### config.mk
export PLATFORM = sky130hd
export DESIGN_NAME = draw_sequencer
export DESIGN_NICKNAME = d
export VERILOG_FILES = /design/src/verilog/bounce_pkg.sv /design/src/verilog/draw_sequencer.sv
export SDC_FILE = /design/constraint.sdc
export NUM_CORES = 1
export LEC_CHECK = 0
export ABC_CLOCK_PERIOD_IN_PS = 2200
export CORE_MARGIN = 2
export CORE_UTILIZATION = 59
export DETAILED_ROUTE_END_ITERATION = 16
export DONT_BUFFER_PORTS = 1
export HOLD_SLACK_MARGIN = 0.05
export PLACE_DENSITY = 0.72
export SKIP_CTS_REPAIR_TIMING = 1
export SYNTH_ARGS = -nofsm -noshare
export SYNTH_HDL_FRONTEND = slang
export SYNTH_SLANG_ARGS = --single-unit
### constraint.sdc
create_clock -name clk_100m -period 2.2 [get_ports clk_100m]
set_input_delay 0.22 -clock clk_100m [delete_from_list [all_inputs] [get_ports clk_100m]]
set_output_delay 0.22 -clock clk_100m [all_outputs]
set_load 0.02 [all_outputs]
### src/verilog/bounce_pkg.sv
/*
 * bounce package: widths, display and framebuffer sizes,
 * colour palette and the bundles shared between the blocks
 */
package bounce_pkg;

    typedef logic [7:0] coord_t;  // pixel coordinate
    typedef logic [3:0] cidx_t;   // palette index
    typedef logic [3:0] chan_t;   // one colour channel
    typedef logic [2:0] speed_t;  // pixels per frame

    // horizontal timing, in pixels
    localparam int H_ACTIVE     = 32;
    localparam int H_TOTAL      = 40;
    localparam int H_SYNC_START = 34;
    localparam int H_SYNC_END   = 37;

    // vertical timing, in lines
    localparam int V_ACTIVE     = 18;
    localparam int V_TOTAL      = 22;
    localparam int V_SYNC_START = 19;
    localparam int V_SYNC_END   = 20;

    localparam int FB_WIDTH  = 32;
    localparam int FB_HEIGHT = 18;
    localparam int FB_PIXELS = FB_WIDTH * FB_HEIGHT;

    localparam int SQ_SIZE = 8;      // square side
    localparam cidx_t BG_CIDX = 4'h0;

    // 16 colours, 4 bits per channel as {red, green, blue}
    localparam logic [11:0] PALETTE [16] = '{
        12'h000, 12'h123, 12'h724, 12'h085,
        12'hA53, 12'h655, 12'hCCC, 12'hFFE,
        12'hF05, 12'hFA0, 12'hFF2, 12'h0E3,
        12'h3AF, 12'h879, 12'hF7A, 12'hFCA
    };

    typedef struct packed {
        logic   hsync;
        logic   vsync;
        logic   de;
        logic   line;   // last cycle of a line
        logic   frame;  // last cycle of a frame
        coord_t sx;
        coord_t sy;
    } sync_t;

    // far corner (x1, y1) is exclusive
    typedef struct packed {
        coord_t x0;
        coord_t y0;
        coord_t x1;
        coord_t y1;
    } rect_t;

    typedef struct packed {
        logic   we;
        coord_t x;
        coord_t y;
        cidx_t  cidx;
    } pix_wr_t;

    typedef struct packed {
        logic  hsync;
        logic  vsync;
        logic  de;
        logic  frame;
        chan_t red;
        chan_t green;
        chan_t blue;
    } video_t;

endpackage

### src/verilog/draw_sequencer.sv
/*
 * draw sequencer: starts one square draw per frame
 * once the back buffer accepts writes
 */
`timescale 1ns/10ps

module draw_sequencer (
    input  logic                clk_100m,
    input  logic                rst_n,
    input  logic                frame,
    input  logic                wready,
    input  bounce_pkg::coord_t  pos_x,
    input  bounce_pkg::coord_t  pos_y,
    input  bounce_pkg::cidx_t   fill_cidx,
    input  logic                fill_done,
    output logic                start,
    output bounce_pkg::rect_t   rect,
    output bounce_pkg::cidx_t   cidx,
    output logic                draw_done
);

    typedef enum logic [1:0] {IDLE, INIT, DRAW, DONE} state_t;

    state_t state;

    always_ff @(posedge clk_100m) begin
        if (!rst_n) begin
            state     <= IDLE;
            start     <= 1'b0;
            draw_done <= 1'b0;
        end else begin
            start     <= 1'b0;
            draw_done <= 1'b0;
            case (state)
                IDLE: if (frame) state <= INIT;
                INIT: begin
                    if (wready) begin  // back buffer cleared
                        start <= 1'b1;
                        state <= DRAW;
                    end
                end
                DRAW: if (fill_done) state <= DONE;
                DONE: begin
                    draw_done <= 1'b1;
                    state     <= IDLE;
                end
                default: state <= IDLE;
            endcase
        end
    end

    // square corners and colour, captured with start
    always_ff @(posedge clk_100m) begin
        if (state == INIT && wready) begin
            rect.x0 <= pos_x;
            rect.y0 <= pos_y;
            rect.x1 <= pos_x + bounce_pkg::coord_t'(bounce_pkg::SQ_SIZE);
            rect.y1 <= pos_y + bounce_pkg::coord_t'(bounce_pkg::SQ_SIZE);
            cidx    <= fill_cidx;
        end
    end

endmodule

==> results.md <==
* Status: finished, final reports clean
* Count of mapped cells out of synthesis at 74
* Cell internal pwr at 1140 uW
* Power Density at between 1000 and 1500 mW/mm^2
* Register area share after synthesis at 0.768
* Top-area cell type share of the netlist area at 0.705
* Row Count at 16
* I/O Buffers at 0
* Worst-skew pair later-pin latency at around 0.33 ns
* Final ANT Viol Nets at 0
* H-Tree Depth at 2
* VDD IR-drop max at around 0.7 mV
* Worst Skew at approximately 0.0040 ns
* Placed Area at about 0.0013 sq mm
* Crit Path Max Fanout at 4
* Setup CP Type: flip-flop to flip-flop
* # clock sinks at 34
* Mapped Avg Cell Area at roughly 17 sq um
* Critical path arrival at around 1.8 ns
* Starting Density at 0.638
* Hold Crit Class: primary input to flip-flop
* Syn_nets at ~110
* Max Fclk at around 0.65 GHz
* RR Startpoint: state[0]$_SDFFE_PN0P_
* 1st-pass router iterations at 4
* TNS Setup at 0 ns
* Vias in the first global route at 540
* Syn. warnings at 0
* Most instantiated library cell after synthesis: edfxtp_1
* Critical path, cell by cell: inv_1 -> ha_1 -> a222oi_1 -> mux2i_1
* Last element of the critical path: state[1]$_SDFFE_PN0P_
* Synth area leaders: edfxtp_1 (71%), ha_1 (6.9%), dfxtp_1 (6.3%)
* Total track usage at 0.159
* Max_slew headroom at 0.640
* Nets at 130
* CTS tree: done
* R2R Setup Slk at 0.65 ns
* Area delta synth->final at 23.1%
* Main synth FF type: edfxtp_1
* Yosys reg bits at 34
* Clock Path Buffers at 2
* Actual slew at the worst max-slew pin at around 0.54 ns
* N_diodes at 0
* Final wirelength at slightly above 2 mm
* Horiz. Die Dim at 50.5 um
* RSZ-0062 raised after global routing: false
* Distinct cells, synth at 14
* Asr flop ratio synth at 0
* Cell taking the most area after synthesis: edfxtp_1
* Max-Cap Viols at 0
* Num CTS Buffers at 5
* Grt ovf at 0
* Die height at ~51 um
* # IOs at 63
* Startpoint Class: flip-flop
* Finished Cell Area at 0.00157 sq mm
* Crit share post-route at 0.704
* Clk pwr share at 0.253
* EDFF count, synth at 30
* Combinational Power Share at 0.125
* Final Setup Violations at 0
* Pin count of the biggest net entering global routing at 31
* Final slew viol count at 0
* Die area at approximately 0.0026 sq mm
* Initial antenna violation count at 0
* Layout cells sized above 1 at 0.0909
* CTS clk-pin slew, worst paths at roughly 0.090 ns
* Static Leak at 0.000589 uW
* Critical path startpoint: state[0]$_SDFFE_PN0P_
* Psw at 464 uW
* Vias/cell at slightly above 5
* Final Hold Vio Count at 0
* Worst reg2reg path depth at 4
* Critical Path Sink Type: flip-flop
* Fill cells at ~120
* Switching part of the total at 0.289
* Total number of vias at about 650
* Post-synth top cells: edfxtp_1 (30), ha_1 (7), inv_1 (7), buf_4 (6)
* Sequential share of power at 0.622
* Post-route minimum period at about 1.5 ns
* Wire length per cell at around 16 um
* DRC viols at 0
* Slowest-stage cell, CP: a222oi_1
* Starting DRC count in detailed routing at 8
* Worst Path Required at around 2.5 ns
* Worst stage delay on the critical path at about 0.52 ns
* Final HPWL DP at approximately 1.4 mm
* First-pass GRT wire length at 2.68 mm
* GPL Wtd Cong at about 0.59
* Reg2Reg Capture Point: state[1]$_SDFFE_PN0P_
* Mapped Area at 0.00128 sq mm
* Core area at 0.00200 sq mm
* CTS root buf: clkbuf_4
## critical path, delay by kind of cell (launching register included)
kind                       cells  cell delay (ns)
buffers and inverters          1             0.10
AOI/OAI and AO/OA              1             0.52
DFF                            1             0.39
muxes                          1             0.25
adders and majority gates      1             0.21
## metrics by stage
stage	total power, uW	hold slack [ns]	setup WS, ns	cells	utilization
after floorplan	1150	0.319	0.479	74	-
after global placement	1170	0.319	0.696	96	0.636
after detailed placement	1190	0.319	0.658	96	0.636
after CTS	1590	-0.0358	0.629	104	0.676
after global routing	1680	0.0559	0.549	126	0.786
final	1610	0.0458	0.651	126	0.786
## flip-flops by register name, summed over array words and instances, names as in the netlist
name       flops
state          2
start          1
rect          26
cidx           4
draw_done      1
## power groups by stage
stage	registers [uW]	logic (uW)	clock network [uW]
final	999	200	406
after global routing	1010	229	442
after CTS	1000	172	419
after detailed placement	1020	173	0
after global placement	1010	163	0
after floorplan	982	171	0
## per-layer routing
metal  wire, um  track usage  up-vias
met2       1020        0.226       45
met5          0            0        -
met4         32        0.131        0
met3        202        0.101        5
li1           -            -      305
met1        784        0.162      293
## cell families after synthesis
logic type | share of synthesized area
DFF | 0.768
buffers and inverters | 0.0558
and+or+nand+nor | 0.0392
adders and majority gates | 0.0686
xor gates and xnor gates | 0.0411
AOI/OAI and AO/OA | 0.0117
muxes | 0.0157
## cell type report
cell class                      instances  area (sq um)  share of cell area
Clock buffer                            8          78.8              0.0501
Inverter                                7          26.3              0.0167
Multi-Input combinational cell         27           225               0.143
Sequential cell                        34           981               0.624
Tap cell                               27          33.8              0.0215
Timing Repair Buffer                   23           228               0.145
## cells in the final DEF (no fill, tap or decap), types with 2 or more instances in the layout
master and n:
and2_1 2, clkbuf_4 5, clkbuf_8 3, dfxtp_1 4, dlygate4sd3_1 22, edfxtp_1 30
ha_1 7, inv_1 7, mux2i_1 2, nand2_1 3, nand3_1 4, xnor2_1 4
xor2_1 2
## worst min-delay path by stage
stage                             to  cells past startpoint    startpoint
6_report       state[1]$_SDFFE_PN0P_                      2         rst_n
3_3_place_gp      rect[26]$_DFFE_PP_                      0      pos_x[2]
2_1_floorplan      cidx[0]$_DFFE_PP_                      0  fill_cidx[0]
4_1_cts           rect[31]$_DFFE_PP_                      0      pos_x[7]
3_5_place_dp      rect[24]$_DFFE_PP_                      0      pos_x[0]
5_1_grt        state[0]$_SDFFE_PN0P_                      2         rst_n
(Power assumes the default switching activity.)
