--- config.mk ---
export PLATFORM = sky130hd
export DESIGN_NAME = display_timing
export DESIGN_NICKNAME = d
export VERILOG_FILES = /design/src/verilog/bounce_pkg.sv /design/src/verilog/display_timing.sv
export SDC_FILE = /design/constraint.sdc
export NUM_CORES = 1
export LEC_CHECK = 0
export ABC_AREA = 0
export BUFFER_PORTS_ARGS = -buffer_cell sky130_fd_sc_hd__buf_2
export CAP_MARGIN = 20
export CORE_MARGIN = 4
export CORE_UTILIZATION = 30
export CTS_CLUSTER_SIZE = 20
export DETAILED_ROUTE_END_ITERATION = 10
export PLACE_DENSITY = 0.48
export SLEW_MARGIN = 20
export SYNTH_ARGS = -nofsm -noshare
export SYNTH_HDL_FRONTEND = slang
export SYNTH_SLANG_ARGS = --single-unit
--- constraint.sdc ---
create_clock -name clk_100m -period 2.5 [get_ports clk_100m]
set_input_delay 0.5 -clock clk_100m [delete_from_list [all_inputs] [get_ports clk_100m]]
set_output_delay 0.5 -clock clk_100m [all_outputs]
set_load 0.02 [all_outputs]
--- src/verilog/bounce_pkg.sv ---
/*
 * bounce package: widths, display and framebuffer sizes,
 * colour palette and the bundles shared between the blocks
 */
package bounce_pkg;

    typedef logic [7:0] coord_t;  // pixel coordinate
    typedef logic [3:0] cidx_t;   // palette index
    typedef logic [3:0] chan_t;   // one colour channel
    typedef logic [2:0] speed_t;  // pixels per frame

    // horizontal timing, in pixels
    localparam int H_ACTIVE     = 32;
    localparam int H_TOTAL      = 40;
    localparam int H_SYNC_START = 34;
    localparam int H_SYNC_END   = 37;

    // vertical timing, in lines
    localparam int V_ACTIVE     = 18;
    localparam int V_TOTAL      = 22;
    localparam int V_SYNC_START = 19;
    localparam int V_SYNC_END   = 20;

    localparam int FB_WIDTH  = 32;
    localparam int FB_HEIGHT = 18;
    localparam int FB_PIXELS = FB_WIDTH * FB_HEIGHT;

    localparam int SQ_SIZE = 8;      // square side
    localparam cidx_t BG_CIDX = 4'h0;

    // 16 colours, 4 bits per channel as {red, green, blue}
    localparam logic [11:0] PALETTE [16] = '{
        12'h000, 12'h123, 12'h724, 12'h085,
        12'hA53, 12'h655, 12'hCCC, 12'hFFE,
        12'hF05, 12'hFA0, 12'hFF2, 12'h0E3,
        12'h3AF, 12'h879, 12'hF7A, 12'hFCA
    };

    typedef struct packed {
        logic   hsync;
        logic   vsync;
        logic   de;
        logic   line;   // last cycle of a line
        logic   frame;  // last cycle of a frame
        coord_t sx;
        coord_t sy;
    } sync_t;

    // far corner (x1, y1) is exclusive
    typedef struct packed {
        coord_t x0;
        coord_t y0;
        coord_t x1;
        coord_t y1;
    } rect_t;

    typedef struct packed {
        logic   we;
        coord_t x;
        coord_t y;
        cidx_t  cidx;
    } pix_wr_t;

    typedef struct packed {
        logic  hsync;
        logic  vsync;
        logic  de;
        logic  frame;
        chan_t red;
        chan_t green;
        chan_t blue;
    } video_t;

endpackage

--- src/verilog/display_timing.sv ---
/*
 * display timing: raster counters with sync levels, data enable
 * and the line and frame strobes
 */
`timescale 1ns/10ps

module display_timing (
    input  logic               clk_100m,
    input  logic               rst_n,
    output bounce_pkg::sync_t  sync
);

    bounce_pkg::coord_t sx;  // horizontal position
    bounce_pkg::coord_t sy;  // vertical position
    logic               line_end;
    logic               frame_end;

    assign line_end  = (sx == bounce_pkg::coord_t'(bounce_pkg::H_TOTAL - 1));
    assign frame_end = line_end && (sy == bounce_pkg::coord_t'(bounce_pkg::V_TOTAL - 1));

    always_ff @(posedge clk_100m) begin
        if (!rst_n) begin
            sx <= '0;
            sy <= '0;
        end else if (line_end) begin
            sx <= '0;
            sy <= frame_end ? '0 : sy + 1'b1;  // wrap at bottom
        end else begin
            sx <= sx + 1'b1;
        end
    end

    always_comb begin
        sync.sx    = sx;
        sync.sy    = sy;
        sync.hsync = (sx >= bounce_pkg::coord_t'(bounce_pkg::H_SYNC_START))
                  && (sx <  bounce_pkg::coord_t'(bounce_pkg::H_SYNC_END));
        sync.vsync = (sy >= bounce_pkg::coord_t'(bounce_pkg::V_SYNC_START))
                  && (sy <  bounce_pkg::coord_t'(bounce_pkg::V_SYNC_END));
        sync.de    = (sx < bounce_pkg::coord_t'(bounce_pkg::H_ACTIVE))
                  && (sy < bounce_pkg::coord_t'(bounce_pkg::V_ACTIVE));
        sync.line  = line_end;
        sync.frame = frame_end;
    end

    // counters never leave the raster
    a_raster_in_range: assert property (
        @(posedge clk_100m) disable iff (!rst_n)
        (sx < bounce_pkg::coord_t'(bounce_pkg::H_TOTAL))
        && (sy < bounce_pkg::coord_t'(bounce_pkg::V_TOTAL))
    );

endmodule

==> flow_summary.toml <==
[synth]
yosysSeqAreaShare_pct = 38.7
yosys_warnings = 0
synthAdderAreaFrac_pct = 7.55
synth_compound_area_share_pct = 4.68
netlist_area_um2 = 828
synth_cell_type_count = 28
synthXorXnorAreaFrac_pct = 12.7
ys_ff_latch = 16
synth_simple_gate_area_share_pct = 30.4
syn_nets = 105
post_synth_mux_area_share_pct = 0
synth_cells = 98
syn-mean-instance-area_um2 = 8.45
synth_top_family_by_area = "simple AND/OR/NAND/NOR gates"

[detailed_routing]
drtPass1Iterations = 3
route.met3.wl_um = 79
dr_wl_met2_um = 804
drc = 0
wirelength_mm = 1.78
ant_nets = 0
drt-met1-wl_um = 883
first_iter_violations = 13
wl_per_cell_um = 11.9
vias = 707
via_per_inst = 4.71
topRoutingLayerUsed = "met4"

[setup_path]
cpPeakStageDelay_ns = 0.60
crit_fanout = 8
start_kind = "register"
crit_end = "sync[17]"
crit_required_ns = 2.00
endpoint_kind = "primary output"
path_cells = "or4_4 > or2_4 > inv_1 > buf_2"
crit_type = "reg -> out"
r2r_slack_ns = 0.48
r2r_cells = 4
reg2reg_from = "sx[6]"
worstReg2RegEnd = "sy[6]"
startpoint = "sx[6]"
arrival_ns = 1.82
slowest_stage = "or4_4"

[clock_network]
cts_tree = "yes"
path_clk_slew_ns = 0.10
cts_buffers = 3
cts_buffer_depth = 2
post-cts-setup-buffers = 0
root_buffer = "clkbuf_4"
h-tree-depth = 1
ctsHoldBuffers = 0
clock_sinks = 16
clkLatencyLatePin_ns = 0.28

[layout]
design_area_um2 = 1000
drive_gt1_share_pct = 25.8
antenna_cells = 0
area_delta_synth_final_pct = 21.1
nets = 128

[grt]
grt_usage_pct = 11.6
antenna_found_initial = 0
grt_pass1_wl_mm = 3.22
overflow = 0
grt_pass1_vias = 716
grt_max_degree = 10

[min_path]
hp-class = "in -> reg"
min_path_cells = 2

[timing]
slew_violations = 0
skew_ns = 0.00489
relSlewSlack_pct = 76.6
fin_setup_tns_ns = 0
period_share_pct = 92.6
worst_pin_slew_ns = 0.347
hold_viol_final = 0
rsz0062_at_grt = "false"
setup_viol = 0
fmax_ghz = 0.432
fin_crit_ns = 2.32

[floorplan]
die-height_um = 60.5
die-area_um2 = 3670
initial_core_util_pct = 32.5
die_x_um = 60.5
num_io_pins = 23
row_count = 18
core_area_um2 = 2540

[placement]
place_area_um2 = 956
finalWeightedCongestion = 0.768
io_buffers = 22
place_hpwl_mm = 1.38

[power]
power_density_nw_per_um2 = 466
ir_drop_mv = 0.199
p_leak_uw = 0.000450

[outcome]
status = "complete, no violations"

[flow_run]
cap_violations = 0
==> synth_stat cells (all sizes together) <==
cell type  number  share of area, %
dfxtp          16                39
nor2           15               6.8
xnor2           8               8.5
nand3           7               4.2
inv             6               2.7
ha              5               7.6
and3            4               3.0
nand2           4               1.8
xor2            4               4.2
buf             3               2.4
nor3            3               1.8
nor4            3               2.3
or4             3               2.7
a21boi          2               1.8
a21oi           2               1.7
and2            2               1.5
clkbuf          2              0.91
o21ai           2               1.2
nand3b          1              0.91
nand4           1              0.76
nand4b          1               1.1
nor3b           1              0.91
nor4b           1               1.1
or2             1              0.76
or3             1              0.76
==> worst min path at each step <==
stage / startpoint / endpoint / slack, ns
global route: rst_n / sx[2] / 0.51
global placement: sx[0] / sx[0] / 0.46
CTS: rst_n / sx[4] / 0.49
finish: rst_n / sx[4] / 0.49
floorplan: sx[0] / sx[0] / 0.53
detailed placement: sx[0] / sx[0] / 0.47
==> cells by family (layout without fill, tap and decap cells) <==
group / count (synthesis) / count (layout)
AOI/OAI and AO/OA: 6 / 6
xor gates and xnor gates: 12 / 12
adders and majority gates: 5 / 5
buffers and inverters: 11 / 33
DFF: 16 / 16
and+or+nand+nor: 48 / 48
==> metal layers <==
layer  GRT usage, %  vias up
met5              0        -
met4           5.57        0
met3           2.34        2
met2           18.1       11
met1           15.5      315
li1               -      379
==> power by group <==
part / switching (µW) / leakage (µW) / internal (µW)
combinational: 18.4 / 0.000299 / 11.7
clock: 83.6 / 0.0000210 / 88.5
sequential: 6.47 / 0.000129 / 259
==> final cells by class <==
| class | instances | area, µm² |
|---|---|---|
| clock buffer | 4 | 36.3 |
| fill | 273 | 1540 |
| inverter | 6 | 22.5 |
| multi-input combinational | 71 | 469 |
| sequential | 16 | 320 |
| tap | 30 | 37.5 |
| timing repair buffer | 23 | 118 |
==> sequential cells by signal, indices dropped and copies added (netlist names) <==
register  count
sy            8
sx            8
==> through the flow <==
step           cells  hold slack (ns)  worst slack (ns)  power [µW]  utilization (%)
4_1_cts          150            0.486            0.0764         479             39.1
3_3_place_gp     146            0.458             0.328         301             37.6
6_report         150            0.488             0.185         467             39.4
2_1_floorplan     98            0.526             0.275         290                -
3_5_place_dp     146            0.471             0.307         301             37.6
5_1_grt          150            0.508            0.0903         495             39.4
==> layout by cell type, fill, tap and decap left out, types with 2 or more instances in the layout <==
cell,n
clkbuf_4,3
nor2_1,15
xnor2_1,8
or4_1,2
dfxtp_1,16
nand3_1,6
and3_1,4
ha_1,5
inv_1,6
nor4_1,3
buf_2,22
nor3_1,3
nand2_1,4
xor2_1,4
a21boi_0,2
and2_1,2
==> timing repair <==
item                                   in CTS  in global routing
setup endpoints to repair                   2                  2
endpoints found under the hold margin       0                  0
pin swaps                                   0                  0
resized for setup                           1                  2
==> worst max-delay path, delay by kind of cell, from the launching register on <==
kind | cells | cell delay [ns]
and+or+nand+nor | 2 | 0.90
buffers and inverters | 2 | 0.27
DFF | 1 | 0.36
Note: power is estimated with default switching activity, not from simulation.
