**src/verilog/bounce_pkg.sv**
```systemverilog
/*
 * bounce package: widths, display and framebuffer sizes,
 * colour palette and the bundles shared between the blocks
 */
package bounce_pkg;

    typedef logic [7:0] coord_t;  // pixel coordinate
    typedef logic [3:0] cidx_t;   // palette index
    typedef logic [3:0] chan_t;   // one colour channel
    typedef logic [2:0] speed_t;  // pixels per frame

    // horizontal timing, in pixels
    localparam int H_ACTIVE     = 32;
    localparam int H_TOTAL      = 40;
    localparam int H_SYNC_START = 34;
    localparam int H_SYNC_END   = 37;

    // vertical timing, in lines
    localparam int V_ACTIVE     = 18;
    localparam int V_TOTAL      = 22;
    localparam int V_SYNC_START = 19;
    localparam int V_SYNC_END   = 20;

    localparam int FB_WIDTH  = 32;
    localparam int FB_HEIGHT = 18;
    localparam int FB_PIXELS = FB_WIDTH * FB_HEIGHT;

    localparam int SQ_SIZE = 8;      // square side
    localparam cidx_t BG_CIDX = 4'h0;

    // 16 colours, 4 bits per channel as {red, green, blue}
    localparam logic [11:0] PALETTE [16] = '{
        12'h000, 12'h123, 12'h724, 12'h085,
        12'hA53, 12'h655, 12'hCCC, 12'hFFE,
        12'hF05, 12'hFA0, 12'hFF2, 12'h0E3,
        12'h3AF, 12'h879, 12'hF7A, 12'hFCA
    };

    typedef struct packed {
        logic   hsync;
        logic   vsync;
        logic   de;
        logic   line;   // last cycle of a line
        logic   frame;  // last cycle of a frame
        coord_t sx;
        coord_t sy;
    } sync_t;

    // far corner (x1, y1) is exclusive
    typedef struct packed {
        coord_t x0;
        coord_t y0;
        coord_t x1;
        coord_t y1;
    } rect_t;

    typedef struct packed {
        logic   we;
        coord_t x;
        coord_t y;
        cidx_t  cidx;
    } pix_wr_t;

    typedef struct packed {
        logic  hsync;
        logic  vsync;
        logic  de;
        logic  frame;
        chan_t red;
        chan_t green;
        chan_t blue;
    } video_t;

endpackage

```
**src/verilog/square_motion.sv**
```systemverilog
/*
 * square motion: moves the square once per frame and
 * reverses direction at the framebuffer edges
 */
`timescale 1ns/10ps

module square_motion (
    input  logic                clk_100m,
    input  logic                rst_n,
    input  logic                frame,
    input  bounce_pkg::speed_t  speed,
    output bounce_pkg::coord_t  pos_x,
    output bounce_pkg::coord_t  pos_y
);

    bounce_pkg::coord_t spd;  // speed widened to coordinate width
    logic               dir_x;  // 1 moves left
    logic               dir_y;  // 1 moves up

    assign spd = bounce_pkg::coord_t'(speed);

    // bounce rule for one axis, returns {direction, new position}
    function automatic logic [8:0] step(bounce_pkg::coord_t pos, logic dir,
                                        bounce_pkg::coord_t limit,
                                        bounce_pkg::coord_t s);
        if (pos >= limit - s)
            return {1'b1, pos - s};  // far edge
        else if (pos < s)
            return {1'b0, pos + s};  // near edge
        else if (dir)
            return {1'b1, pos - s};
        else
            return {1'b0, pos + s};
    endfunction

    always_ff @(posedge clk_100m) begin
        if (!rst_n) begin
            pos_x <= '0;
            pos_y <= '0;
            dir_x <= 1'b0;  // right
            dir_y <= 1'b0;  // down
        end else if (frame) begin
            {dir_x, pos_x} <= step(pos_x, dir_x,
                bounce_pkg::coord_t'(bounce_pkg::FB_WIDTH - bounce_pkg::SQ_SIZE), spd);
            {dir_y, pos_y} <= step(pos_y, dir_y,
                bounce_pkg::coord_t'(bounce_pkg::FB_HEIGHT - bounce_pkg::SQ_SIZE), spd);
        end
    end

    // square never leaves the framebuffer
    a_pos_in_range: assert property (
        @(posedge clk_100m) disable iff (!rst_n)
        (pos_x <= bounce_pkg::coord_t'(bounce_pkg::FB_WIDTH - bounce_pkg::SQ_SIZE))
        && (pos_y <= bounce_pkg::coord_t'(bounce_pkg::FB_HEIGHT - bounce_pkg::SQ_SIZE))
    );

endmodule
```
**config.mk**
```make
export PLATFORM = sky130hd
export DESIGN_NAME = square_motion
export DESIGN_NICKNAME = d
export VERILOG_FILES = /design/src/verilog/bounce_pkg.sv /design/src/verilog/square_motion.sv
export SDC_FILE = /design/constraint.sdc
export NUM_CORES = 1
export LEC_CHECK = 0
export ABC_AREA = 1
export BUFFER_PORTS_ARGS = -buffer_cell sky130_fd_sc_hd__buf_2
export CAP_MARGIN = 20
export CELL_PAD_IN_SITES_DETAIL_PLACEMENT = 1
export CELL_PAD_IN_SITES_GLOBAL_PLACEMENT = 1
export CORE_AREA = 2 2 77 79
export DETAILED_ROUTE_END_ITERATION = 6
export DIE_AREA = 0 0 79 81
export GPL_TIMING_DRIVEN = 0
export PLACE_DENSITY_LB_ADDON = 0.1
export SYNTH_ARGS = -nofsm -noshare
export SYNTH_HDL_FRONTEND = slang
export SYNTH_SLANG_ARGS = --single-unit
```
**constraint.sdc**
```tcl
create_clock -name clk_100m -period 1.7 [get_ports clk_100m]
set_input_delay 0.17 -clock clk_100m [delete_from_list [all_inputs] [get_ports clk_100m]]
set_output_delay 0.17 -clock clk_100m [all_outputs]
set_load 0.05 [all_outputs]
```
==> flow_summary.yaml <==
die:
  core_box_area_um2: 5675
  pin_count: 22
  die_width_um: 79
  die_height_um: 81
  initial_utilization_pct: 33.16
  total_die_area_um2: 6399
  placement_rows: 28
logic_synthesis:
  avgSynthCellArea_um2: 6.649
  synth_seq_cells: 18
  synth_fp_nets: 313
  yosys.area.top_type: "sky130_fd_sc_hd__dfxtp_1"
  synthDistinctLibCells: 30
  ys_warn_count: 0
  synthDominantCellAreaShare_pct: 19.15
  netlist_top_cells_area: "sky130_fd_sc_hd__dfxtp_1 (19%), sky130_fd_sc_hd__nand2_1 (17%), sky130_fd_sc_hd__ha_1 (13%)"
  post_synth_inst_count: 283
  ys_seq_area_share_pct: 19.15
  synth_area_um2: 1882
run:
  timing.max_cap.violations: 0
routing:
  wire_per_inst_um: 14.43
  drtIter0Drc: 56
  routed-via-count: 1925
  drt_drc_violations_left: 0
  drtPass1Iterations: 5
  route.final.wire_length_um: 5684
  post_drt_via_cell_ratio: 4.886
  route.antenna.remaining_nets: 0
critical_path:
  worstSetupEndpointType: "register"
  ff2ff_path_depth: 11
  worstPathMaxFanout: 4
  path_class: "reg2reg"
  worstSetupStartpointType: "register"
  worst-endpoint-arrival_ps: 1960
  worst-endpoint-required_ps: 1890
global_routing:
  first_global_vias: 1938
  grt_overflow_total: 0
  grt_start_max_net_pins: 11
  grt_pass1_wl_um: 9570
  grt_util_all_layers_pct: 19.34
  antenna_violations_before_repair: 0
place:
  placed_cell_area_um2: 2192
  half_perimeter_wire_length_after_detailed_placement_um: 4298
  replace_congestion: 0.8407
  placement.io_buffers: 21
  setup_slack_placement_ps: -693.8
cts:
  clock_tree.htree_level_count: 1
  clk_pin_slew_worst_paths_ps: 80
  cts_max_path_buffers: 2
  tritoncts.num_buffers: 3
  cts.root.buffer_cell: "sky130_fd_sc_hd__clkbuf_8"
  clock_insertion_delay_worst_skew_ps: 260
  tritoncts: "built"
  cts.sinks: 18
  post_cts_hold_buffer_count: 0
outcome:
  violations: "negative setup slack"
  run_status: "finished with violations"
worst_hold_path:
  hold_depth: 3
  min_delay_path_class: "in2reg"
timing:
  hold_violations_final: 0
  period_share_pct: 104.1
  grt_setup_unrepaired: "yes"
  period_needed_ps: 1769
  slew_violations: 0
  setup_ws_ps: -69.21
  fin_tns_setup_ps: -407.6
  fin_worst_skew_ps: 4.542
  upper_clock_frequency_limit_ghz: 0.5652
  worstMarginPinSlew_ps: 606.2
  timing.max_slew.rel_slack_pct: 59.59
  number_of_setup_violations_in_the_final_report: 12
power:
  leakage_uw: 0.001192
  powerDensity_nw_per_um2: 1896
  power_switching_uw: 2651
  power.ir.vdd_worst_mv: 0.9017
  intPower_uw: 2061
  combinationalPowerShare_pct: 74.7
  power_frac_seq_pct: 17.2
  power_switching_share_pct: 56.26
  power.share.clock_pct: 8.1
cells_and_area:
  diodes: 0
  layout-area-overhead-vs-synth_pct: 32.11
  layout.cell_area.non_filler_um2: 2486
  finalCoreUtilization_pct: 43.81
  nNetsFinal: 350
  post_route_cells_drive_above_1_share_pct: 35.11
[timing repair]
action	in CTS	in global routing
gates resized for setup	17	26
setup buffers	9	2
pin swaps	13	8
setup endpoints to repair	15	15
[area by class of cell]
| type | count | area [um^2] |
|---|---|---|
| fillers | 742 | 3189 |
| multi-input cells | 213 | 1513 |
| flip-flops and latches | 18 | 382.9 |
| repair buffers | 32 | 207.7 |
| inverters | 46 | 178.9 |
| well taps | 75 | 93.84 |
| clock buffers | 4 | 55.05 |
| plain buffers | 6 | 55.05 |
[power by group through the flow]
stage	combinational (uW)	sequential, uW	clock, uW
floorplan	2020	1210	0
global placement	3050	812	0
detailed placement	3090	812	0
CTS	3350	811	398
global route	3970	840	414
finish	3520	811	379
[stage by stage]
step | hold WS (ps) | instances | power (uW)
2_1_floorplan | 298.4 | 283 | 3225
3_3_place_gp | 450.6 | 379 | 3863
3_5_place_dp | 459.4 | 379 | 3899
4_1_cts | 170.6 | 392 | 4559
5_1_grt | 192.7 | 394 | 5222
6_report | 183.5 | 394 | 4713
[synth_stat cells]
cell type and n:
sky130_fd_sc_hd__nand2_2 3, sky130_fd_sc_hd__nor4_1 1, sky130_fd_sc_hd__nand3_1 29, sky130_fd_sc_hd__a21oi_2 1, sky130_fd_sc_hd__nor2_8 1, sky130_fd_sc_hd__nand2_4 1, sky130_fd_sc_hd__nand2_1 85, sky130_fd_sc_hd__nand4_1 11
sky130_fd_sc_hd__fa_1 4, sky130_fd_sc_hd__xor2_1 9, sky130_fd_sc_hd__nand4_2 1, sky130_fd_sc_hd__ha_1 20, sky130_fd_sc_hd__inv_1 37, sky130_fd_sc_hd__o21ai_4 1, sky130_fd_sc_hd__dfxtp_1 18, sky130_fd_sc_hd__o21bai_1 1
sky130_fd_sc_hd__xnor2_1 1, sky130_fd_sc_hd__nor2_1 8, sky130_fd_sc_hd__nor2_4 1, sky130_fd_sc_hd__inv_2 8, sky130_fd_sc_hd__nand3b_1 1, sky130_fd_sc_hd__o21ai_0 7, sky130_fd_sc_hd__buf_6 3, sky130_fd_sc_hd__clkinv_1 1
sky130_fd_sc_hd__a21oi_1 22, sky130_fd_sc_hd__clkbuf_1 1, sky130_fd_sc_hd__dlygate4sd1_1 2, sky130_fd_sc_hd__nor2_2 3, sky130_fd_sc_hd__o211ai_1 1, sky130_fd_sc_hd__nand4_4 1
[routing by layer]
| layer | GRT usage [%] | routed length, um |
|---|---|---|
| met2 | 36.10 | 2976 |
| met1 | 23.78 | 2573 |
| met4 | 4.828 | 51 |
| met3 | 2.000 | 83 |
| met5 | 0 | 0 |
[cells in the final DEF (no fill, tap or decap), types with 2 or more instances in the layout]
| cell type | instances |
|---|---|
| sky130_fd_sc_hd__nand2_2 | 12 |
| sky130_fd_sc_hd__ha_1 | 13 |
| sky130_fd_sc_hd__nand3_2 | 7 |
| sky130_fd_sc_hd__fa_2 | 4 |
| sky130_fd_sc_hd__dfxtp_1 | 10 |
| sky130_fd_sc_hd__nand2_4 | 3 |
| sky130_fd_sc_hd__xor2_2 | 2 |
| sky130_fd_sc_hd__nand4_1 | 11 |
| sky130_fd_sc_hd__dlygate4sd1_1 | 2 |
| sky130_fd_sc_hd__a21oi_1 | 17 |
| sky130_fd_sc_hd__clkbuf_8 | 4 |
| sky130_fd_sc_hd__nand2_1 | 74 |
| sky130_fd_sc_hd__nor2_1 | 7 |
| sky130_fd_sc_hd__o21ai_0 | 4 |
| sky130_fd_sc_hd__nand3_1 | 22 |
| sky130_fd_sc_hd__buf_2 | 19 |
| sky130_fd_sc_hd__buf_6 | 5 |
| sky130_fd_sc_hd__xor2_1 | 7 |
| sky130_fd_sc_hd__inv_1 | 30 |
| sky130_fd_sc_hd__a21oi_2 | 5 |
| sky130_fd_sc_hd__dfxtp_2 | 3 |
| sky130_fd_sc_hd__buf_4 | 10 |
| sky130_fd_sc_hd__ha_4 | 6 |
| sky130_fd_sc_hd__o21ai_1 | 3 |
| sky130_fd_sc_hd__dfxtp_4 | 5 |
| sky130_fd_sc_hd__inv_2 | 13 |
| sky130_fd_sc_hd__nor2_4 | 4 |
[sequential cells by signal, summed over array words and instances, names as in the netlist]
register  count
dir_x         1
dir_y         1
pos_x         8
pos_y         8
[worst paths after layout]
| kind | to | slack, ps | startpoint |
|---|---|---|---|
| worst max-delay path | pos_x[3] | -70 | pos_x[0] |
| worst min-delay path | pos_x[0] | 180 | rst_n |
| worst max register to register | pos_x[3] | -70 | pos_x[0] |
| worst min register to register | pos_y[6] | 500 | pos_y[6] |
[critical path, cell delays in order (launching register included)]
cell,delay [ps]
sky130_fd_sc_hd__dfxtp_4,380
sky130_fd_sc_hd__inv_2,40
sky130_fd_sc_hd__ha_4,160
sky130_fd_sc_hd__fa_2,370
sky130_fd_sc_hd__inv_2,60
sky130_fd_sc_hd__nand2_2,60
sky130_fd_sc_hd__nand2_4,90
sky130_fd_sc_hd__o21ai_4,80
sky130_fd_sc_hd__buf_4,150
sky130_fd_sc_hd__nand4_1,90
sky130_fd_sc_hd__nand3_1,100
sky130_fd_sc_hd__a21oi_2,120
[logic make-up after synthesis]
group,Yosys count,share of synthesized area [%]
flops,18,19.15
buf+inv,52,12.10
simple gates,146,36.70
fa+ha+maj,24,17.55
compound gates,33,9.841
xor+xnor,10,4.655
No activity file was read; power rests on OpenSTA's default activity.
