[src/verilog/bounce_pkg.sv]
/*
 * bounce package: widths, display and framebuffer sizes,
 * colour palette and the bundles shared between the blocks
 */
package bounce_pkg;

    typedef logic [7:0] coord_t;  // pixel coordinate
    typedef logic [3:0] cidx_t;   // palette index
    typedef logic [3:0] chan_t;   // one colour channel
    typedef logic [2:0] speed_t;  // pixels per frame

    // horizontal timing, in pixels
    localparam int H_ACTIVE     = 32;
    localparam int H_TOTAL      = 40;
    localparam int H_SYNC_START = 34;
    localparam int H_SYNC_END   = 37;

    // vertical timing, in lines
    localparam int V_ACTIVE     = 18;
    localparam int V_TOTAL      = 22;
    localparam int V_SYNC_START = 19;
    localparam int V_SYNC_END   = 20;

    localparam int FB_WIDTH  = 32;
    localparam int FB_HEIGHT = 18;
    localparam int FB_PIXELS = FB_WIDTH * FB_HEIGHT;

    localparam int SQ_SIZE = 8;      // square side
    localparam cidx_t BG_CIDX = 4'h0;

    // 16 colours, 4 bits per channel as {red, green, blue}
    localparam logic [11:0] PALETTE [16] = '{
        12'h000, 12'h123, 12'h724, 12'h085,
        12'hA53, 12'h655, 12'hCCC, 12'hFFE,
        12'hF05, 12'hFA0, 12'hFF2, 12'h0E3,
        12'h3AF, 12'h879, 12'hF7A, 12'hFCA
    };

    typedef struct packed {
        logic   hsync;
        logic   vsync;
        logic   de;
        logic   line;   // last cycle of a line
        logic   frame;  // last cycle of a frame
        coord_t sx;
        coord_t sy;
    } sync_t;

    // far corner (x1, y1) is exclusive
    typedef struct packed {
        coord_t x0;
        coord_t y0;
        coord_t x1;
        coord_t y1;
    } rect_t;

    typedef struct packed {
        logic   we;
        coord_t x;
        coord_t y;
        cidx_t  cidx;
    } pix_wr_t;

    typedef struct packed {
        logic  hsync;
        logic  vsync;
        logic  de;
        logic  frame;
        chan_t red;
        chan_t green;
        chan_t blue;
    } video_t;

endpackage

[src/verilog/rect_fill.sv]
/*
 * rectangle fill engine: walks the rectangle row by row and
 * issues one pixel write per cycle
 */
`timescale 1ns/10ps

module rect_fill (
    input  logic                 clk_100m,
    input  logic                 rst_n,
    input  logic                 start,
    input  bounce_pkg::rect_t    rect,
    input  bounce_pkg::cidx_t    cidx,
    output bounce_pkg::pix_wr_t  wr,
    output logic                 done
);

    bounce_pkg::rect_t  r;      // latched at start
    bounce_pkg::cidx_t  colour;
    bounce_pkg::coord_t cur_x;
    bounce_pkg::coord_t cur_y;
    logic               busy;
    logic               row_end;
    logic               last_pix;

    assign row_end  = (cur_x == r.x1 - 1'b1);
    assign last_pix = row_end && (cur_y == r.y1 - 1'b1);

    // control state
    always_ff @(posedge clk_100m) begin
        if (!rst_n) begin
            busy <= 1'b0;
            done <= 1'b0;
        end else begin
            done <= busy && last_pix;  // one cycle after last write
            if (start && !busy)
                busy <= 1'b1;
            else if (busy && last_pix)
                busy <= 1'b0;
        end
    end

    // cursor and payload
    always_ff @(posedge clk_100m) begin
        if (start && !busy) begin
            r      <= rect;
            colour <= cidx;
            cur_x  <= rect.x0;
            cur_y  <= rect.y0;
        end else if (busy) begin
            if (row_end) begin
                cur_x <= r.x0;  // back to left side
                cur_y <= cur_y + 1'b1;
            end else begin
                cur_x <= cur_x + 1'b1;
            end
        end
    end

    always_comb begin
        wr.we   = busy;
        wr.x    = cur_x;
        wr.y    = cur_y;
        wr.cidx = colour;
    end

    // writes stay inside the rectangle the sequencer holds
    a_write_in_rect: assert property (
        @(posedge clk_100m) disable iff (!rst_n)
        wr.we |-> (wr.x >= rect.x0) && (wr.x < rect.x1)
               && (wr.y >= rect.y0) && (wr.y < rect.y1)
    );

endmodule

[config.mk]
export PLATFORM = sky130hd
export DESIGN_NAME = rect_fill
export DESIGN_NICKNAME = d
export VERILOG_FILES = /design/src/verilog/bounce_pkg.sv /design/src/verilog/rect_fill.sv
export SDC_FILE = /design/constraint.sdc
export NUM_CORES = 1
export LEC_CHECK = 0
export BUFFER_PORTS_ARGS = -buffer_cell sky130_fd_sc_hd__buf_2
export CAP_MARGIN = 20
export CORE_UTILIZATION = 40
export CTS_BUF_LIST = sky130_fd_sc_hd__clkbuf_8
export CTS_CLUSTER_SIZE = 40
export DETAILED_ROUTE_END_ITERATION = 10
export PLACE_DENSITY = 0.75
export REMOVE_ABC_BUFFERS = 1
export SETUP_SLACK_MARGIN = 0.05
export SYNTH_ARGS = -nofsm -noshare
export SYNTH_HDL_FRONTEND = slang
export SYNTH_SLANG_ARGS = --single-unit
[constraint.sdc]
create_clock -name clk_100m -period 2.7 [get_ports clk_100m]
set_input_delay 0.135 -clock clk_100m [delete_from_list [all_inputs] [get_ports clk_100m]]
set_output_delay 0.135 -clock clk_100m [all_outputs]
set_load 0.01 [all_outputs]
==> results of run 1 <==
## cell usage in the layout, fill, tap and decap left out, types with 3 or more instances in the layout
cell / synthesis / routed
o21ai_0: 8 / 8
buf_2: 0 / 60
ha_1: 4 / 4
xor2_1: 15 / 15
o211ai_1: 3 / 3
nor4_1: 7 / 7
nand2b_1: 4 / 4
nand3_1: 9 / 9
nand2_1: 17 / 17
a311oi_2: 6 / 6
and3_1: 3 / 3
nand4_1: 3 / 3
nor2_1: 20 / 20
edfxtp_1: 44 / 44
dlygate4sd3_1: 0 / 12
inv_1: 7 / 6
a211oi_1: 7 / 7
clkbuf_8: 0 / 5
xnor2_1: 18 / 18
buf_4: 1 / 7
nor3_1: 5 / 4
## registers in the layout, indices dropped and copies added, names as in the netlist
name	count
busy	1
colour	4
cur_x	8
cur_y	8
done	1
r	24
## how the worst max path moves through the flow
| stage | startpoint | endpoint | slack (ps) | cells after the start |
|---|---|---|---|---|
| floorplan | r[8] | cur_y[0] | -180 | 7 |
| detailed placement | r[8] | cur_y[3] | 70 | 7 |
| CTS | r[8] | cur_y[7] | 70 | 7 |
| finish | r[8] | cur_x[6] | 170 | 5 |
| global placement | r[8] | cur_y[3] | 150 | 7 |
| global route | r[8] | cur_x[6] | 60 | 5 |
## logic make-up (layout without fill, tap and decap cells)
group / count (synthesis) / after routing / synth area share (%)
xor gates and xnor gates: 33 / 33 / 11.7
DFF: 46 / 46 / 54.9
adders and majority gates: 4 / 4 / 2.02
buffers and inverters: 16 / 94 / 2.88
AOI/OAI and AO/OA: 35 / 35 / 11.8
and+or+nand+nor: 80 / 80 / 16.7
## per-layer routing
layer	wire [µm]	share of wire [%]
met2	2570	48
met1	2440	46
met3	279	5.2
met5	0	0
met4	50	0.94
## layout make-up
cell class / instances / area share, %
flip-flops and latches: 46 / 43.7
multi-input cells: 152 / 33.8
repair buffers: 79 / 15.2
well taps: 75 / 3.01
clock buffers: 5 / 2.21
clock inverters: 3 / 1.29
inverters: 7 / 0.843
## timing repair
item | in CTS | in global routing
hold endpoints to repair | 8 | 4
buffers inserted | 0 | 1
hold buffers | 8 | 4
gates resized for setup | 0 | 3
endpoints found under the setup margin | 0 | 16
## through the flow
stage          area, µm²  cells  worst slack (ps)  utilization (%)  total power, W
6_report            3120    367               173             52.3         0.00182
5_1_grt             3120    367              56.3             52.3         0.00191
4_1_cts             3060    362              67.3             51.4         0.00183
3_5_place_dp        2870    346              72.0             48.2         0.00131
3_3_place_gp        2870    346               146             48.2         0.00131
2_1_floorplan       2430    205              -176                -         0.00118
## critical path, delay by kind of cell, from the launching register on
kind            cells  cell delay [ps]
compound gates      3              660
simple gates        2             1170
flops               1              440
## power by group
part / leakage, nW / internal [W] / switching (W) / total (W)
clock network: 0.0579 / 0.000273 / 0.000230 / 0.000503
logic: 0.688 / 0.000186 / 0.000197 / 0.000382
registers: 0.439 / 0.000857 / 0.0000775 / 0.000935
==> summary.txt, run 1 <==
status: completed
Die H: 80.7 µm
Min-Delay Path Depth: 1
vias: 1899
unrepaired setup endpoints after global routing: no
reg2reg start: r[8]
Port Buf Inserts: 60
largest net degree at the start of global routing: 24
reg2reg end: cur_x[6]
TritonRoute pass-1 iters: 4
number of flops mapped to enable cells by yosys: 44
worst-path cell chain: or4_4 > o221a_1 > or4_4 > a311oi_2 > a211oi_1
final hold slack: 11.8 ps
DRC viols: 0
synthesized area: 2480 µm²
Reg2Reg Setup Slack: 170 ps
hpwl dp: 3780 µm
Final period util: 93.6%
GR Overflow Total: 0
setup violators final: 0
Peak VDD IR: 0.000436 V
IO Count: 61
Die Wd: 80.7 µm
initial antenna violation count: 0
most frequent cell after synthesis: edfxtp_1
Area growth, synth to finish: 25.8%
ANT nets after route: 0
Synth top area share: 53.3%
TNS Setup: 0 ps
largest area contributor in the netlist: edfxtp_1
slowest stage cell, crit path: or4_4
CTS tree: built
Ys Warns: 0
Top FF cell, synth: edfxtp_1
Mapped Cells: 214
Post-synth ARST share: 0%
CTS sink count: 46
multi-input logic area: 1050 µm²
met1 Use GR: 22.3%
Tmin final: 2530 ps
ranking of synthesized cells by area: edfxtp_1 (53%), xnor2_1 (6.4%), xor2_1 (5.3%)
register area: 1360 µm²
Rows: 28
hold violation count in the final report: 0
slew margin rel.: 65.0%
Max Root-Sink Buffers: 2
CTS buffer count: 5
WL/cell: 14.5 µm
Max-Cap Viols: 0
distinct cell type count after synthesis: 40
sequential-to-total area share from yosys stat: 54.9%
diode count: 0
Root Buffer: clkbuf_8
Hold EP: r[8]
Initial Util: 41.6%
CP max FO: 7
Worst Setup End Kind: flop
Synth top cells by count: edfxtp_1 (44), nor2_1 (20), xnor2_1 (18)
Net count, final: 334
core area: 5960 µm²
global-route wire length before repair: 8520 µm
Final Slew Violations: 0
GR Util All Layers: 17.5%
crit start category: flop
vias in the first global route: 1845
layout cells sized above 1: 30.8%
Placer Congestion: 0.807
Pleak: 1.18 nW
Least-Margin Pin Slew: 520 ps
Avg Inst Size Synth: 11.6 µm²
power per cell area: 584 nW/µm²
Setup CP Type: flop to flop
Reg2Reg Depth: 5
post-synthesis register bit count: 46
final wirelength: 5330 µm
H-tree depth: 2
Reg clk slew, reported paths: 80 ps
crit-path max cell delay: 600 ps
WP data arrival: 2570 ps
most used cell along the critical path: or4_4
Clock Latency Late Sink: 300 ps
initial drt markers: 77
Hold Path Class: input port to flop
fill count: 525
Req. time, crit path: 2740 ps
die area: 6510 µm²
hold_sp: rect[8]
met3 Use GR: 4.32%
GRT busiest layer: met2
maximum clock rate: 396 MHz
Layout Skew: 9.81 ps
met2 usage: 29.5%
Via density: 5.17
(Power assumes the default switching activity.)
==> inputs of run 2 (changes only) <==
- ABC_AREA: not set -> 1
- BUFFER_PORTS_ARGS: -buffer_cell sky130_fd_sc_hd__buf_2 -> not set
- DONT_BUFFER_PORTS: not set -> 1
- PLACE_DENSITY: 0.75 -> 0.66
==> run 2 against run 1 <==
Global-route usage is 0.39 points lower. Combinational power is 23% lower. Critical path type unchanged. Critical endpoint is now cur_y[4]. Power is 3.4% lower.
==> summary.txt, run 2 <==
Least-Margin Pin Slew: 543 ps (+23.1 ps)
Post-synth ARST share: 0% (unchanged)
vias: 1928 (+1.5%)
Die H: 82.7 µm (+2.5%)
max reg flops: 24 (unchanged)
power per cell area: 569 nW/µm² (-2.6%)
Pleak: 1.34 nW (+13%)
setup ws final: 524 ps (+351 ps)
DRC viols: 0 (unchanged)
GR Overflow Total: 0 (unchanged)
Peak VDD IR: 0.000300 V (-31%)
Initial Util: 41.2% (-0.36 points)
CTS buffer count: 5 (unchanged)
CP max FO: 10 (+3)
Largest regs: r (24), cur_x (8), cur_y (8)
layout cells sized above 1: 9.03% (-22 points)
initial antenna violation count: 0 (unchanged)
CTS tree: built
Hold Path Class: input port to flop
Clock Power Share: 29.5% (+1.9 points)
Layout Skew: 7.18 ps (-2.63 ps)
Synth top area share: 50.7% (-2.6 points)
global-route wire length before repair: 8490 µm (-0.40%)
Clock Latency Late Sink: 300 ps (about the same)
initial drt markers: 77 (unchanged)
Final Slew Violations: 0 (unchanged)
number of flops mapped to enable cells by yosys: 44 (unchanged)
Max-Cap Viols: 0 (unchanged)
Rows: 29 (+3.6%)
Non-Filler Instances: 398 (+8.4%)
Synth top cells by count: nand2_1 (84), edfxtp_1 (44), nand3_1 (39)
largest area contributor in the netlist: edfxtp_1
maximum clock rate: 460 MHz (+16%)
crit start category: flop
hold violation count in the final report: 0 (unchanged)
Avg Inst Size Synth: 9.04 µm² (-22%)
Net count, final: 363 (+8.7%)
Placer Congestion: 0.819 (+1.5%)
Reg2Reg Depth: 11 (+6)
unrepaired setup endpoints after global routing: no
fill count: 611 (+16%)
Reg2Reg Setup Slack: 520 ps (+350 ps)
Area growth, synth to finish: 18.8%
DP Area: 2690 µm² (-6.3%)
die area: 6840 µm² (+5.0%)
Via density: 4.84 (-6.4%)
vias in the first global route: 1834 (-0.60%)
met3 Use GR: 6.15% (+1.8 points)
setup violators final: 0 (unchanged)
Placed Cells: 361 (+4.3%)
Pint: 0.00126 W (-4.2%)
TNS Setup: 0 ps (unchanged)
Req. time, crit path: 2680 ps (-60 ps)
reg2reg end: cur_y[4]
largest net degree at the start of global routing: 50 (+110%)
WL/cell: 13.2 µm (-9.2%)
GRT busiest layer: met2
ANT nets after route: 0 (unchanged)
final wirelength: 5250 µm (-1.6%)
most frequent cell after synthesis: nand2_1
Tmin final: 2180 ps (-351 ps)
Max Root-Sink Buffers: 2 (unchanged)
Ys Warns: 0 (unchanged)
WP data arrival: 2160 ps (-410 ps)
status: completed
Comb power frac: 16.8% (-4.2 points)
slew margin rel.: 63.8% (-1.2 points)
Setup CP Type: flop to flop
GR Util All Layers: 17.1% (-0.39 points)
met2 usage: 29.0% (-0.48 points)
post-synthesis register bit count: 46 (unchanged)
Port Buf Inserts: 0 (-100%)
Die Wd: 82.7 µm (+2.5%)
synthesized area: 2600 µm² (+5.1%)
hpwl dp: 3700 µm (-2.1%)
distinct cell type count after synthesis: 31 (-23%)
Psw: 0.000498 W (-1.1%)
IO Count: 61 (unchanged)
sequential-to-total area share from yosys stat: 52.3% (-2.7 points)
diode count: 0 (unchanged)
Final Cell Area: 3090 µm² (-0.72%)
TritonRoute pass-1 iters: 4 (unchanged)
CTS sink count: 46 (unchanged)
Top FF cell, synth: edfxtp_1
met1 Use GR: 19.4% (-2.9 points)
Worst Setup End Kind: flop
Min-Delay Path Depth: 2 (+1)
Most flops, register: r
reg2reg start: r[8]
hold_sp: rect[25]
ranking of synthesized cells by area: edfxtp_1 (51%), nand2_1 (12%), nand3_1 (7.5%)
most frequent cells in the layout: nand2_1 (84), edfxtp_1 (44), nand3_1 (39)
Reg power frac: 53.7% (+2.3 points)
Final period util: 80.6% (-13 points)
core area: 6310 µm² (+6.0%)
Mapped Cells: 288 (+35%)
switching share of power: 28.3% (+0.63 points)
Hold EP: cur_x[1]
dpl ws: 496 ps (+424 ps)
Reg clk slew, reported paths: 90 ps (about the same)
Root Buffer: clkbuf_8
commonest non-fill, non-tap cell in the layout: nand2_1
H-tree depth: 2 (unchanged)
## run 2: layer usage
metal	up-vias	routed length [µm]	part of all wire (%)
met3	4	420	8.0
li1	1009	-	-
met1	859	2280	43
met2	56	2490	47
met5	-	0	0
met4	0	59	1.1
## run 2: power groups by stage
stage	sequential [W]	combinational [W]	clock [W]
after floorplan	0.000937	0.000221	0
after global routing	0.000956	0.000339	0.000564
after CTS	0.000945	0.000298	0.000531
after detailed placement	0.000962	0.000262	0
after global placement	0.000961	0.000258	0
final	0.000945	0.000295	0.000518
## run 2: worst max-delay path by stage
stage / to / cells after the start / startpoint / slack, ps
2_1_floorplan: cur_y[0] / 3 / busy / -850
3_3_place_gp: cur_y[5] / 11 / r[8] / 540
3_5_place_dp: cur_y[7] / 11 / r[8] / 500
4_1_cts: cur_y[4] / 11 / r[8] / 480
5_1_grt: cur_y[2] / 11 / r[8] / 350
6_report: cur_y[4] / 11 / r[8] / 520
## run 2: what timing repair did
item	in CTS	in global routing
endpoints found under the setup margin	0	0
hold buffers	29	0
resized for setup	0	0
setup buffers	0	0
endpoints found under the hold margin	30	0
## run 2: critical path, stage by stage, from the launching register on
cell and delay (ps):
edfxtp_1 450, inv_2 140, ha_1 250, inv_1 60
nand2_1 40, nand2_1 60, nand2_1 50, nor2_2 140
nand3_4 110, nor2_8 190, nand3_4 110, nand2_1 270
## run 2: metrics by stage
step                      utilization [%]  total power (W)  hold slack [ps]
after floorplan                         -          0.00116              234
after global placement               42.6          0.00122              234
after detailed placement             42.6          0.00122              234
after CTS                            49.0          0.00177             2.33
after global routing                 49.0          0.00186             7.43
final                                49.0          0.00176             13.3
## run 2: layout make-up
type	count	area, µm²	area share, %
clock buffer	5	68.8	2.22
clock inverter	3	43.8	1.42
inverter	37	139	4.49
multi-input combinational	200	1090	35.1
sequential	46	1360	44.0
tap	77	96.3	3.11
timing repair buffer	30	298	9.63
## run 2: logic make-up (layout without fill, tap and decap cells)
| group | count (synthesis) | after routing | synth area share, % |
|---|---|---|---|
| DFF | 46 | 46 | 52.3 |
| adders and majority gates | 4 | 4 | 1.92 |
| buffers and inverters | 42 | 75 | 6.30 |
| xor gates and xnor gates | 17 | 17 | 6.01 |
| and+or+nand+nor | 166 | 166 | 30.8 |
| AOI/OAI and AO/OA | 13 | 13 | 2.74 |
==> inputs of run 3 (changes only) <==
- ABC_AREA: 1 -> 0
- clock period: 2.7 -> 1.9 ns (I/O delays scaled with it)
==> run 3 against run 2 <==
The flow now finishes with violations (setup timing). Clock power is 12% higher. Maximum frequency down 11%. Sequential power up 39%. Sequential share of layout area down 2.7 points. Via count shrank 0.88%. Die area decreased by 4.7%. Worst hold slack gained 8.8 ps. First-iteration DRC count increased by 6.5%. Count of clock-buffer cells in the layout unchanged. Combinational power is 120% higher. Register-to-register slack worse by 1100 ps. Core utilization increased by 6.3 points. Critical endpoint is now cur_x[3].
==> summary.txt, run 3 (synthesized netlist as in run 1, its figures left out) <==
Max Root-Sink Buffers: 2 (unchanged)
WP depth: 5 (-6)
Placed Cells: 312 (-14%)
most used cell along the critical path: or4_4
max layer used: met4
commonest non-fill, non-tap cell in the layout: edfxtp_1
Crit path max-delay family: simple AND/OR/NAND/NOR gates
Max-Cap Viols: 0 (unchanged)
Final period util: 128% (+48 points)
WL/cell: 16.0 µm (+22%)
Layout Skew: 6.05 ps (-1.13 ps)
Most flops, register: r
Net count, final: 322 (-11%)
CTS sink count: 46 (unchanged)
largest net degree at the start of global routing: 20 (-60%)
Tmin final: 2440 ps (+264 ps)
crit-path max cell delay: 580 ps (+130 ps)
Hold Path Class: input port to flop
Placer Congestion: 0.818 (about the same)
H-tree depth: 2 (unchanged)
global-route wire length before repair: 9060 µm (+6.7%)
CP max FO: 7 (-3)
initial antenna violation count: 0 (unchanged)
failing checks: setup timing
multi-input logic area: 1090 µm² (+0.81%)
WL met1: 2420 µm (+6.1%)
Setup CP Type: flop to flop
diode count: 0 (unchanged)
CP Buf/Inv Count: 0 (-2)
max reg flops: 24 (unchanged)
final wirelength: 5690 µm (+8.5%)
fill count: 516 (-16%)
setup ws final: -540 ps (-1060 ps)
DRC viols: 0 (unchanged)
met2 routed WL: 2910 µm (+17%)
status: complete, but fails checks
Peak VDD IR: 0.000368 V (+23%)
WP data arrival: 2490 ps (+330 ps)
TritonRoute pass-1 iters: 4 (unchanged)
slew margin rel.: 67.1% (+3.3 points)
hpwl dp: 3940 µm (+6.5%)
die area: 6510 µm² (-4.7%)
core area: 5960 µm² (-5.7%)
Area growth, synth to finish: 32.9%
worst-path cell chain: or4_4 > o221a_1 > or4_4 > a311oi_2 > a211oi_1
unrepaired setup endpoints after global routing: yes
Reg clk slew, reported paths: 90 ps (about the same)
vias in the first global route: 1899 (+3.5%)
Reg2Reg Depth: 5 (-6)
maximum clock rate: 410 MHz (-11%)
vias: 1911 (-0.88%)
Min-Delay Path Depth: 2 (unchanged)
hold violation count in the final report: 0 (unchanged)
Reg2Reg Setup Slack: -540 ps (-1060 ps)
slowest stage cell, crit path: or4_4
CTS buffer count: 5 (unchanged)
Final Cell Area: 3290 µm² (+6.4%)
Req. time, crit path: 1950 ps (-730 ps)
Largest regs: r (24), cur_x (8), cur_y (8)
metal3 WL: 286 µm (-32%)
Port Buf Inserts: 0 (unchanged)
Least-Margin Pin Slew: 490 ps (-53.5 ps)
GR Overflow Total: 0 (unchanged)
crit start category: flop
Pleak: 1.18 nW (-12%)
layout cells sized above 1: 21.1% (+12 points)
Root Buffer: clkbuf_8
Clock Latency Late Sink: 300 ps (about the same)
Non-Filler Instances: 355 (-11%)
CTS tree: built
most frequent cells in the layout: edfxtp_1 (44), dlygate4sd3_1 (34), buf_4 (29)
ANT nets after route: 0 (unchanged)
IO Count: 61 (unchanged)
DP Area: 2800 µm² (+4.2%)
Final Slew Violations: 0 (unchanged)
Total Power: 0.00253 W (+44%)
power per cell area: 769 nW/µm² (+35%)
GR Util All Layers: 19.0% (+1.9 points)
Die Wd: 80.7 µm (-2.4%)
Die H: 80.7 µm (-2.4%)
Initial Util: 41.6% (+0.36 points)
register area: 1360 µm² (unchanged)
setup violators final: 18 (+18)
Via density: 5.38 (+11%)
Rows: 28 (-3.4%)
initial drt markers: 82 (+6.5%)
Worst Setup End Kind: flop
==> run 3: changes by cell type in the layout (fill, tap and decap cells not counted), sizes merged, moves of 7 or more <==
| cell | previous run | this run |
|---|---|---|
| nor2 | 28 | 20 |
| a211oi | 0 | 7 |
| nand2 | 89 | 17 |
| xnor2 | 9 | 18 |
| inv | 38 | 8 |
| buf | 1 | 33 |
| nor4 | 0 | 7 |
| xor2 | 8 | 15 |
| nand3 | 41 | 9 |
==> run 3: what timing repair did <==
item	CTS	global route
buffers inserted	1	0
hold buffers	34	0
setup endpoints to repair	18	18
pin swaps	8	4
hold endpoints to repair	36	0
gates resized for setup	9	1
==> run 3: final timing paths <==
path | start | endpoint
worst max register to register | r[9] | cur_x[3]
worst max-delay path | r[9] | cur_x[3]
worst min-delay path | rect[18] | cur_y[2]
worst min register to register | r[31] | cur_x[7]
==> run 3: layout make-up <==
type                            count  share of cell area, %
Clock buffer                        5                   2.09
Clock inverter                      3                  0.532
Inverter                            7                  0.798
Multi-Input combinational cell    152                   33.3
Sequential cell                    46                   41.4
Tap cell                           75                   2.85
Timing Repair Buffer               67                   19.1
==> run 3: worst reg2reg max path, delay by kind of cell (launching register included) <==
kind            cells  cell delay [ps]
compound gates      3              670
flops               1              430
simple gates        2             1090
==> run 3: metal layers <==
metal / GRT usage (%) / up-vias
li1: - / 927
met1: 22.2 / 925
met2: 33.6 / 54
met3: 4.32 / 5
met4: 7.50 / 0
met5: 0 / -
==> run 3: per-stage QoR <==
| stage | util [%] | worst slack (ps) | TNS [ps] | hold slack, ps |
|---|---|---|---|---|
| 6_report | 55.3 | -540 | -7740 | 22.0 |
| 5_1_grt | 55.3 | -577 | -9370 | 14.8 |
| 4_1_cts | 55.3 | -514 | -8070 | 13.0 |
| 3_5_place_dp | 47.1 | -612 | -9770 | 194 |
| 3_3_place_gp | 47.1 | -543 | -9190 | 194 |
| 2_1_floorplan | - | -976 | -23480 | 194 |
==> run 3: power breakdown <==
group | switching, W | internal [W]
clock | 0.000325 | 0.000254
sequential | 0.0000883 | 0.00122
combinational | 0.000325 | 0.000322
